==> src/cpu_consts.svh <==
/* Fixed widths, instruction field positions and reset values of the core.
   Included by the ISA package and by the modules that slice instruction words */
`ifndef CPU_CONSTS_SVH
`define CPU_CONSTS_SVH

// Data path and register file
`define CPU_XLEN      32
`define CPU_REG_AW    5
`define CPU_NUM_REGS  32

// Instruction field widths
`define CPU_OP_W      5
`define CPU_ALU_OP_W  5
`define CPU_IMM_W     17
`define CPU_TARGET_W  27

// Low bit of each instruction field
`define CPU_OP_LSB     27
`define CPU_RD_LSB     22
`define CPU_RS_LSB     17
`define CPU_RT_LSB     12
`define CPU_SHAMT_LSB  7
`define CPU_ALU_LSB    2

// jal writes its return address here
`define CPU_LINK_REG  5'd31
`define CPU_RESET_PC  32'd0

`endif

==> src/isa_pkg.sv <==
/* Instruction set types: field widths, opcodes, ALU operations and the
   decoded control word that travels down the pipeline */
`include "cpu_consts.svh"

package isa_pkg;

    typedef logic [`CPU_XLEN-1:0]     word_t;
    typedef logic [`CPU_REG_AW-1:0]   reg_idx_t;
    typedef logic [`CPU_IMM_W-1:0]    imm_t;
    typedef logic [`CPU_TARGET_W-1:0] target_t;

    // Opcodes not listed here decode as nop
    typedef enum logic [`CPU_OP_W-1:0] {
        op_alu  = 5'd0,
        op_j    = 5'd1,
        op_bne  = 5'd2,
        op_jal  = 5'd3,
        op_jr   = 5'd4,
        op_addi = 5'd5,
        op_blt  = 5'd6,
        op_sw   = 5'd7,
        op_lw   = 5'd8
    } opcode_e;

    typedef enum logic [`CPU_ALU_OP_W-1:0] {
        alu_add = 5'd0,
        alu_sub = 5'd1,
        alu_and = 5'd2,
        alu_or  = 5'd3,
        alu_sll = 5'd4,
        alu_sra = 5'd5
    } alu_op_e;

    typedef struct packed {
        opcode_e  opcode;
        alu_op_e  alu_op;
        reg_idx_t rd;
        reg_idx_t src_a;
        reg_idx_t src_b;
        reg_idx_t shamt;
        word_t    imm;
        target_t  target;
        logic     reg_write;
        logic     mem_read;
        logic     mem_write;
        logic     use_imm;
        logic     is_branch;
        logic     is_jump;
        logic     is_jr;
        logic     is_link;
        logic     reads_a;
        logic     reads_b;
    } ctrl_t;

endpackage

==> src/pipe_pkg.sv <==
/* Pipeline register layouts between the five stages and the operand
   bypass selector used in execute */
package pipe_pkg;

    typedef struct packed {
        isa_pkg::word_t pc;
        isa_pkg::word_t instr;
    } fd_t;

    typedef struct packed {
        isa_pkg::word_t pc;
        isa_pkg::ctrl_t ctrl;
        isa_pkg::word_t op_a;
        isa_pkg::word_t op_b;
    } dx_t;

    // result is the ALU output, or pc+1 for jal
    typedef struct packed {
        isa_pkg::ctrl_t ctrl;
        isa_pkg::word_t result;
        isa_pkg::word_t store_data;
    } xm_t;

    typedef struct packed {
        isa_pkg::ctrl_t ctrl;
        isa_pkg::word_t result;
        isa_pkg::word_t load_data;
    } mw_t;

    typedef enum logic [1:0] {
        from_reg = 2'd0,
        from_mem = 2'd1,
        from_wb  = 2'd2
    } byp_sel_e;

endpackage

==> src/alu.sv <==
/* Execute-stage arithmetic, logic and shift unit. The compare flags
   serve bne and blt, with $rd on a and $rs on b */
`timescale 1ns/1ps

module alu (
    input  isa_pkg::word_t    a,
    input  isa_pkg::word_t    b,
    input  isa_pkg::alu_op_e  op,
    input  isa_pkg::reg_idx_t shamt,
    output isa_pkg::word_t    result,
    output logic              not_equal,
    output logic              less_than
);

    always_comb begin
        case (op)
            isa_pkg::alu_add: begin
                result = a + b;
            end
            isa_pkg::alu_sub: begin
                result = a - b;
            end
            isa_pkg::alu_and: begin
                result = a & b;
            end
            isa_pkg::alu_or: begin
                result = a | b;
            end
            isa_pkg::alu_sll: begin
                result = a << shamt;
            end
            isa_pkg::alu_sra: begin
                // Arithmetic shift keeps the sign bit
                result = isa_pkg::word_t'($signed(a) >>> shamt);
            end
            default: begin
                result = '0;
            end
        endcase
    end

    assign not_equal = (a != b);
    assign less_than = ($signed(a) < $signed(b));

endmodule

==> src/cpu_core.sv <==
/* Five-stage pipelined core with internal register file. Instruction and
   data memories sit outside and answer in the same cycle */
`timescale 1ns/1ps
`include "cpu_consts.svh"

module cpu_core (
    input  logic           clock,
    input  logic           rst,
    output isa_pkg::word_t address_imem,
    input  isa_pkg::word_t instr,
    output isa_pkg::word_t address_dmem,
    output isa_pkg::word_t data,
    output logic           wren,
    input  isa_pkg::word_t q_dmem
);
    isa_pkg::word_t     pc;
    pipe_pkg::fd_t      fd;
    pipe_pkg::dx_t      dx;
    pipe_pkg::xm_t      xm;
    pipe_pkg::mw_t      mw;
    isa_pkg::ctrl_t     d_ctrl;
    isa_pkg::word_t     rd_data_a;
    isa_pkg::word_t     rd_data_b;
    logic               stall;
    logic               store_fwd;
    pipe_pkg::byp_sel_e sel_a;
    pipe_pkg::byp_sel_e sel_b;
    isa_pkg::word_t     op_a;
    isa_pkg::word_t     op_b;
    isa_pkg::word_t     alu_b;
    isa_pkg::word_t     alu_result;
    logic               not_equal;
    logic               less_than;
    isa_pkg::word_t     link_pc;
    isa_pkg::word_t     branch_pc;
    logic               taken;
    logic               redirect;
    isa_pkg::word_t     redirect_pc;
    isa_pkg::word_t     wb_data;

    function automatic isa_pkg::word_t bypass(
        input pipe_pkg::byp_sel_e sel,
        input isa_pkg::word_t     reg_val,
        input isa_pkg::word_t     mem_val,
        input isa_pkg::word_t     wb_val
    );
        case (sel)
            pipe_pkg::from_mem: return mem_val;
            pipe_pkg::from_wb:  return wb_val;
            default:            return reg_val;
        endcase
    endfunction

    // Fetch
    always_ff @(posedge clock) begin
        if (rst) begin
            pc <= `CPU_RESET_PC;
        end else if (redirect) begin
            pc <= redirect_pc;
        end else if (!stall) begin
            pc <= pc + 32'd1;
        end
    end

    assign address_imem = pc;

    // Squashed slots become the all-zero word, an add into r0
    always_ff @(posedge clock) begin
        if (rst || redirect) begin
            fd <= '0;
        end else if (!stall) begin
            fd.pc    <= pc;
            fd.instr <= instr;
        end
    end

    // Decode
    instr_decoder dec_d (
        .instr (fd.instr),
        .ctrl  (d_ctrl)
    );

    reg_file u_reg_file (
        .clock     (clock),
        .rst       (rst),
        .rd_idx_a  (d_ctrl.src_a),
        .rd_idx_b  (d_ctrl.src_b),
        .wr_idx    (mw.ctrl.rd),
        .wr_en     (mw.ctrl.reg_write),
        .wr_data   (wb_data),
        .rd_data_a (rd_data_a),
        .rd_data_b (rd_data_b)
    );

    hazard_unit u_hazard (
        .d_ctrl    (d_ctrl),
        .x_ctrl    (dx.ctrl),
        .m_ctrl    (xm.ctrl),
        .w_ctrl    (mw.ctrl),
        .stall     (stall),
        .sel_a     (sel_a),
        .sel_b     (sel_b),
        .store_fwd (store_fwd)
    );

    // Bubble into execute on interlock or redirect
    always_ff @(posedge clock) begin
        if (rst || redirect || stall) begin
            dx.ctrl <= '0;
        end else begin
            dx.ctrl <= d_ctrl;
        end
        dx.pc   <= fd.pc;
        dx.op_a <= rd_data_a;
        dx.op_b <= rd_data_b;
    end

    // Execute
    assign op_a  = bypass(sel_a, dx.op_a, xm.result, wb_data);
    assign op_b  = bypass(sel_b, dx.op_b, xm.result, wb_data);
    assign alu_b = dx.ctrl.use_imm ? dx.ctrl.imm : op_b;

    alu u_alu (
        .a         (op_a),
        .b         (alu_b),
        .op        (dx.ctrl.alu_op),
        .shamt     (dx.ctrl.shamt),
        .result    (alu_result),
        .not_equal (not_equal),
        .less_than (less_than)
    );

    assign link_pc   = dx.pc + 32'd1;
    assign branch_pc = link_pc + dx.ctrl.imm;
    assign taken     = dx.ctrl.is_branch &&
                       ((dx.ctrl.opcode == isa_pkg::op_blt) ? less_than : not_equal);
    assign redirect  = taken || dx.ctrl.is_jump || dx.ctrl.is_jr;

    assign redirect_pc = dx.ctrl.is_jr   ? op_a :
                         dx.ctrl.is_jump ? isa_pkg::word_t'(dx.ctrl.target) :
                                           branch_pc;

    always_ff @(posedge clock) begin
        if (rst) begin
            xm.ctrl <= '0;
        end else begin
            xm.ctrl <= dx.ctrl;
        end
        xm.result     <= dx.ctrl.is_link ? link_pc : alu_result;
        xm.store_data <= op_b;
    end

    // Memory
    assign address_dmem = xm.result;
    assign wren         = xm.ctrl.mem_write;
    assign data         = store_fwd ? wb_data : xm.store_data;

    always_ff @(posedge clock) begin
        if (rst) begin
            mw.ctrl <= '0;
        end else begin
            mw.ctrl <= xm.ctrl;
        end
        mw.result    <= xm.result;
        mw.load_data <= q_dmem;
    end

    // Writeback
    assign wb_data = mw.ctrl.mem_read ? mw.load_data : mw.result;

endmodule

==> src/hazard_unit.sv <==
/* Load-use interlock and bypass selection for the execute operands.
   Also flags a store whose data must come from the load just ahead of it */
`timescale 1ns/1ps

module hazard_unit (
    input  isa_pkg::ctrl_t     d_ctrl,
    input  isa_pkg::ctrl_t     x_ctrl,
    input  isa_pkg::ctrl_t     m_ctrl,
    input  isa_pkg::ctrl_t     w_ctrl,
    output logic               stall,
    output pipe_pkg::byp_sel_e sel_a,
    output pipe_pkg::byp_sel_e sel_b,
    output logic               store_fwd
);
    logic load_use_a;
    logic load_use_b;

    // True when an older stage writes the register a source reads
    function automatic logic hits(
        input isa_pkg::reg_idx_t src,
        input logic              used,
        input isa_pkg::ctrl_t    prod
    );
        return used && prod.reg_write && (prod.rd != '0) && (prod.rd == src);
    endfunction

    // Memory stage holds the younger value, so it wins over writeback
    assign sel_a = hits(x_ctrl.src_a, x_ctrl.reads_a, m_ctrl) ? pipe_pkg::from_mem :
                   hits(x_ctrl.src_a, x_ctrl.reads_a, w_ctrl) ? pipe_pkg::from_wb  :
                                                                 pipe_pkg::from_reg;
    assign sel_b = hits(x_ctrl.src_b, x_ctrl.reads_b, m_ctrl) ? pipe_pkg::from_mem :
                   hits(x_ctrl.src_b, x_ctrl.reads_b, w_ctrl) ? pipe_pkg::from_wb  :
                                                                 pipe_pkg::from_reg;

    // Load in execute feeding decode
    assign load_use_a = hits(d_ctrl.src_a, d_ctrl.reads_a, x_ctrl);

    // Store data is patched in memory instead, so only non-store B reads stall
    assign load_use_b = hits(d_ctrl.src_b, d_ctrl.reads_b && !d_ctrl.mem_write, x_ctrl);

    assign stall = x_ctrl.mem_read && (load_use_a || load_use_b);

    assign store_fwd = m_ctrl.mem_write && w_ctrl.mem_read &&
                       hits(m_ctrl.src_b, m_ctrl.reads_b, w_ctrl);

endmodule

==> src/instr_decoder.sv <==
/* Combinational decode of one instruction word into the control struct.
   Unknown opcodes and ALU operations come out as a nop */
`timescale 1ns/1ps
`include "cpu_consts.svh"

module instr_decoder (
    input  isa_pkg::word_t instr,
    output isa_pkg::ctrl_t ctrl
);
    logic [`CPU_OP_W-1:0]     op_raw;
    logic [`CPU_ALU_OP_W-1:0] alu_raw;
    isa_pkg::reg_idx_t        f_rd;
    isa_pkg::reg_idx_t        f_rs;
    isa_pkg::reg_idx_t        f_rt;
    isa_pkg::imm_t            imm_raw;

    assign op_raw  = instr[`CPU_OP_LSB +: `CPU_OP_W];
    assign alu_raw = instr[`CPU_ALU_LSB +: `CPU_ALU_OP_W];
    assign f_rd    = instr[`CPU_RD_LSB +: `CPU_REG_AW];
    assign f_rs    = instr[`CPU_RS_LSB +: `CPU_REG_AW];
    assign f_rt    = instr[`CPU_RT_LSB +: `CPU_REG_AW];
    assign imm_raw = instr[`CPU_IMM_W-1:0];

    always_comb begin
        ctrl        = '0;
        ctrl.opcode = isa_pkg::opcode_e'(op_raw);
        ctrl.alu_op = isa_pkg::alu_add;
        ctrl.shamt  = instr[`CPU_SHAMT_LSB +: `CPU_REG_AW];
        ctrl.imm    = {{(`CPU_XLEN-`CPU_IMM_W){imm_raw[`CPU_IMM_W-1]}}, imm_raw};
        ctrl.target = instr[`CPU_TARGET_W-1:0];
        case (op_raw)
            isa_pkg::op_alu: begin
                if (alu_raw <= isa_pkg::alu_sra) begin
                    ctrl.alu_op    = isa_pkg::alu_op_e'(alu_raw);
                    ctrl.rd        = f_rd;
                    ctrl.src_a     = f_rs;
                    ctrl.src_b     = f_rt;
                    ctrl.reg_write = 1'b1;
                    ctrl.reads_a   = 1'b1;
                    // Shifts take shamt instead of rt
                    ctrl.reads_b   = (alu_raw != isa_pkg::alu_sll) &&
                                     (alu_raw != isa_pkg::alu_sra);
                end
            end
            isa_pkg::op_addi, isa_pkg::op_lw: begin
                ctrl.rd        = f_rd;
                ctrl.src_a     = f_rs;
                ctrl.use_imm   = 1'b1;
                ctrl.reg_write = 1'b1;
                ctrl.reads_a   = 1'b1;
                ctrl.mem_read  = (op_raw == isa_pkg::op_lw);
            end
            isa_pkg::op_sw: begin
                // Address from rs, data from rd
                ctrl.src_a     = f_rs;
                ctrl.src_b     = f_rd;
                ctrl.use_imm   = 1'b1;
                ctrl.mem_write = 1'b1;
                ctrl.reads_a   = 1'b1;
                ctrl.reads_b   = 1'b1;
            end
            isa_pkg::op_bne, isa_pkg::op_blt: begin
                ctrl.src_a     = f_rd;
                ctrl.src_b     = f_rs;
                ctrl.is_branch = 1'b1;
                ctrl.reads_a   = 1'b1;
                ctrl.reads_b   = 1'b1;
            end
            isa_pkg::op_j: begin
                ctrl.is_jump = 1'b1;
            end
            isa_pkg::op_jal: begin
                ctrl.rd        = `CPU_LINK_REG;
                ctrl.is_jump   = 1'b1;
                ctrl.is_link   = 1'b1;
                ctrl.reg_write = 1'b1;
            end
            isa_pkg::op_jr: begin
                ctrl.src_a   = f_rd;
                ctrl.is_jr   = 1'b1;
                ctrl.reads_a = 1'b1;
            end
            default: begin
                ctrl.opcode = isa_pkg::op_alu;
            end
        endcase
    end

endmodule

==> src/reg_file.sv <==
/* 32-entry register file, two read ports and one write port.
   A same-cycle write is forwarded to the readers and r0 reads as zero */
`timescale 1ns/1ps
`include "cpu_consts.svh"

module reg_file (
    input  logic              clock,
    input  logic              rst,
    input  isa_pkg::reg_idx_t rd_idx_a,
    input  isa_pkg::reg_idx_t rd_idx_b,
    input  isa_pkg::reg_idx_t wr_idx,
    input  logic              wr_en,
    input  isa_pkg::word_t    wr_data,
    output isa_pkg::word_t    rd_data_a,
    output isa_pkg::word_t    rd_data_b
);
    isa_pkg::word_t regs [`CPU_NUM_REGS];
    logic           wr_live;

    // r0 is never written, so it stays at its reset value
    assign wr_live = wr_en && (wr_idx != '0);

    always_ff @(posedge clock) begin
        if (rst) begin
            for (int i = 0; i < `CPU_NUM_REGS; i++) begin
                regs[i] <= '0;
            end
        end else if (wr_live) begin
            regs[wr_idx] <= wr_data;
        end
    end

    assign rd_data_a = (wr_live && wr_idx == rd_idx_a) ? wr_data : regs[rd_idx_a];
    assign rd_data_b = (wr_live && wr_idx == rd_idx_b) ? wr_data : regs[rd_idx_b];

endmodule

==> config.mk <==
export PLATFORM = sky130hd
export DESIGN_NAME = cpu_core
export DESIGN_NICKNAME = d
export VERILOG_FILES = /design/src/isa_pkg.sv /design/src/pipe_pkg.sv /design/src/alu.sv /design/src/cpu_core.sv /design/src/hazard_unit.sv /design/src/instr_decoder.sv /design/src/reg_file.sv
export VERILOG_INCLUDE_DIRS = /design/src
export SDC_FILE = /design/constraint.sdc
export NUM_CORES = 2
export LEC_CHECK = 0
export ABC_CLOCK_PERIOD_IN_PS = 12800
export BUFFER_PORTS_ARGS = -buffer_cell sky130_fd_sc_hd__buf_4
export CAP_MARGIN = 20
export CORE_AREA = 4 4 407 409
export CTS_CLUSTER_DIAMETER = 100
export CTS_CLUSTER_SIZE = 12
export DETAILED_ROUTE_END_ITERATION = 7
export DIE_AREA = 0 0 411 413
export GPL_ROUTABILITY_DRIVEN = 1
export HOLD_SLACK_MARGIN = 0.1
export PLACE_DENSITY = 0.64
export RECOVER_POWER = 100
export SLEW_MARGIN = 20
export SYNTH_ARGS = -nofsm -noshare
export SYNTH_HDL_FRONTEND = slang
export SYNTH_SLANG_ARGS = --single-unit
==> constraint.sdc <==
create_clock -name clock -period 12.8 [get_ports clock]
set_input_delay 2.56 -clock clock [delete_from_list [all_inputs] [get_ports clock]]
set_output_delay 2.56 -clock clock [all_outputs]
set_load 0.03 [all_outputs]
==> metrics.md <==
| Metric | Value |
|---|---|
| Comb pwr share | `0.300` |
| Post-synth EDFFs | `1024` |
| Mapped Cells | `9284` |
| First-pass GRT wire length | `502.6 mm` |
| RSZ-0062 raised after global routing | `no` |
| Drc violations | `0` |
| CTS Hold Bufs | `0` |
| Post-Synth XOR/XNOR Area | `0.01682` |
| Nets | `9122` |
| Starting Density | `0.4987` |
| Pre-antenna DRT Iters | `8` |
| # resized after CTS | `0` |
| Net Switching | `0.004972 W` |
| Num ports | `163` |
| Leakage | `31.63 nW` |
| Root Buffer | `clkbuf_16` |
| Reg clk slew, reported paths | `0.06 ns` |
| Final WS setup | `2.448 ns` |
| Worst-Margin Slew | `4.220 ns` |
| Fillers | `14890` |
| Htree depth | `4` |
| Die Footprint | `169700 µm²` |
| Fmax | `96.60 MHz` |
| Switching Share | `0.3718` |
| Seq/Total Area, Yosys | `0.4804` |
| CP Class | `input pin to register` |
| Failing checks | `capacitance limit, slew limit` |
| Hold WC Path Type | `register to register` |
| GP Congestion | `1.074` |
| Vias per cell | `6.763` |
| Hold Fails Final Rpt | `0` |
| Largest family of logic cells by synthesized area | `simple AND/OR/NAND/NOR gates` |
| Remaining antenna violation count | `0` |
| Status | `finished with violations` |
| CTS sink count | `1427` |
| Compound-Gate Fraction of Synth Area | `0.1734` |
| FF+latch area | `38820 µm²` |
| Antenna violations before repair | `11` |
| Chip height | `413 µm` |
| Setup bufs post-CTS | `0` |
| Sequential Power Share | `0.408` |
| Crit Path Max Fanout | `54` |
| Vias in the first global route | `70620` |
| Place WS | `5.580 ns` |
| TritonCTS clock tree | `built` |
| Netlist cell types | `93` |
| Largest net degree at the start of global routing | `160` |
| Final Max Slew Viols | `2474` |
| Primary FF master, synth | `edfxtp_1` |
| DRT Wirelength | `354.5 mm` |
| CTS buffer count | `139` |
| Area Growth Syn to Fin | `7.764%` |
| Core area | `162000 µm²` |
| Int Pwr | `0.008401 W` |
| DIE WIDTH | `411 µm` |
| Hold Slack | `0.3444 ns` |
| Yosys reg bits | `1427` |
| Relative slew slack | `-1.814` |
| Maximum VDD drop | `148.9 µV` |
| Clock share of power | `0.292` |
| Multi-input logic area | `38640 µm²` |
| Wire length per cell | `31.79 µm` |
| YS warnings | `0` |
| Max-cap violations | `75` |
| Critical Path Start Type | `input pin` |
| Clock Latency Late Sink | `0.82 ns` |
| Synth Area in Adders | `0.02072` |
| DP HPWL | `221.6 mm` |
| Setup TNS Final | `0 ns` |
| Total grt overflow | `0` |
| Synth Cell Area | `80800 µm²` |
| Synth async-reset ratio | `0` |
| # port buffers | `162` |
| Bufs on Longest Clock Path | `3` |
| CP Capture Type | `register` |
| Share of cells above drive strength 1 | `0.06274` |
| Worst clock skew | `0.03580 ns` |
| Cell Rows | `148` |
| Mux cell area share after synthesis | `0.02944` |
| Min cycle time layout | `10.35 ns` |
| Worst Path Required | `13.15 ns` |
| Period utilisation layout | `0.8087` |
| Simple-gate share of the synthesized area | `0.2284` |
| CP Data Arrival Time | `10.70 ns` |
| GRT Util Overall | `0.4046` |
| Total number of vias | `75430` |
| # setup viols final | `0` |
| PwrDens | `153.6 nW/µm²` |
| Starting DRT DRC Count | `11720` |
| Syn Area/Cell | `8.703 µm²` |
kinds of logic (layout without fill, tap and decap cells):
logic type               after synthesis  in the layout
multiplexers                         218            218
adder cells (fa/ha/maj)              132            132
flip-flops                          1427           1427
XOR/XNOR                             153            153
AND/OR/NAND/NOR                     4277           4277
buffers and inverters               1042            697
AO/OA/AOI/OAI                       2034           2034
other                                  1             40
final cells by class:
cell class,instances,share of cell area
Timing Repair Buffer,387,0.02841
Tap cell,2175,0.03125
Multi-Input combinational cell,6849,0.4437
Sequential cell,1427,0.4459
Antenna cell,5,0.0001437
Clock buffer,175,0.04259
Inverter,120,0.005173
Clock inverter,15,0.002831
synth_stat cells, types with 88 or more instances:
cell type	number	share of area
edfxtp_1	1024	0.38
ha_1	129	0.020
a21oi_1	453	0.028
nor2_1	1202	0.056
a311oi_1	323	0.035
a211oi_1	422	0.039
mux2i_1	178	0.022
nand2_1	1984	0.092
a31oi_1	211	0.016
and3_1	445	0.034
clkbuf_1	802	0.037
o21ai_0	250	0.015
dfxtp_1	403	0.10
xnor2_1	88	0.0095
inv_1	113	0.0052
nand3_1	307	0.019
sequential cells by signal, indices dropped and copies added (netlist names):
| name | count |
|---|---|
| mw | 71 |
| wren | 1 |
| u_reg_file.regs | 1024 |
| dx | 158 |
| xm | 45 |
| fd | 64 |
| address_imem | 32 |
| address_dmem | 32 |
per-stage QoR:
stage / cell area [µm²] / power, W / utilization / cells
3_3_place_gp: 83800 / 0.009449 / 0.5172 / 10960
3_5_place_dp: 83830 / 0.009415 / 0.5173 / 10960
5_1_grt: 87060 / 0.01376 / 0.5373 / 11150
6_report: 87070 / 0.01337 / 0.5374 / 11150
2_1_floorplan: 80930 / 0.007807 / - / 9318
4_1_cts: 87780 / 0.01326 / 0.5418 / 11150
metal layers:
metal  vias to the layer above  share of wire  wire (µm)  track usage
li1                      32450              -          -            -
met1                     36260           0.36     127900       0.5119
met2                      5466           0.45     159100       0.6429
met3                      1242           0.11      40500      0.07909
met4                         4          0.076      26980       0.2454
met5                         -       0.000071         25            0
worst paths after layout:
kind	from	to	cells past startpoint	slack, ns
worst max-delay path	rst	u_reg_file.regs[15][12]$_SDFFCE_PN0P_	5	2.45
worst min-delay path	fd[54]$_SDFFE_PP0N_	dx[185]$_DFF_P_	0	0.34
worst max register to register	fd[31]$_SDFFE_PP0N_	dx[24]$_DFF_P_	11	3.12
worst min register to register	fd[54]$_SDFFE_PP0N_	dx[185]$_DFF_P_	0	0.34
worst max-delay path, cell delays in order:
cell and delay (ns):
clkbuf_1 0.29, clkbuf_1 2.34, clkbuf_1 2.68, nand2b_2 0.54, clkbuf_1 2.19
cell usage in the layout, fill, tap and decap left out, drive strengths merged, types with 13 or more instances in the layout:
cell type     n
a211oi      423
a21o         31
a21oi       454
a221oi       31
a22oi        21
a311oi      323
a31oi       211
and2         42
and3        445
and4         14
buf         195
clkbuf      367
conb         35
dfxtp       403
edfxtp     1024
ha          129
inv         127
mux2         27
mux2i       178
mux4         13
nand2      1984
nand2b       57
nand3       307
nand4        61
nor2       1202
nor2b        39
nor3         45
nor4         21
o211ai       32
o21a         22
o21ai       259
o21bai       19
o22ai        40
o31ai        45
or2          13
or3          22
xnor2        89
xor2         64
power groups by stage:
stage / clock network (W) / registers (W) / logic [W]
4_1_cts: 0.00393 / 0.00544 / 0.00389
3_3_place_gp: 0 / 0.00554 / 0.00391
3_5_place_dp: 0 / 0.00554 / 0.00388
2_1_floorplan: 0 / 0.00543 / 0.00238
5_1_grt: 0.00410 / 0.00547 / 0.00419
6_report: 0.00390 / 0.00546 / 0.00402
No activity file was read; power rests on OpenSTA's default activity.
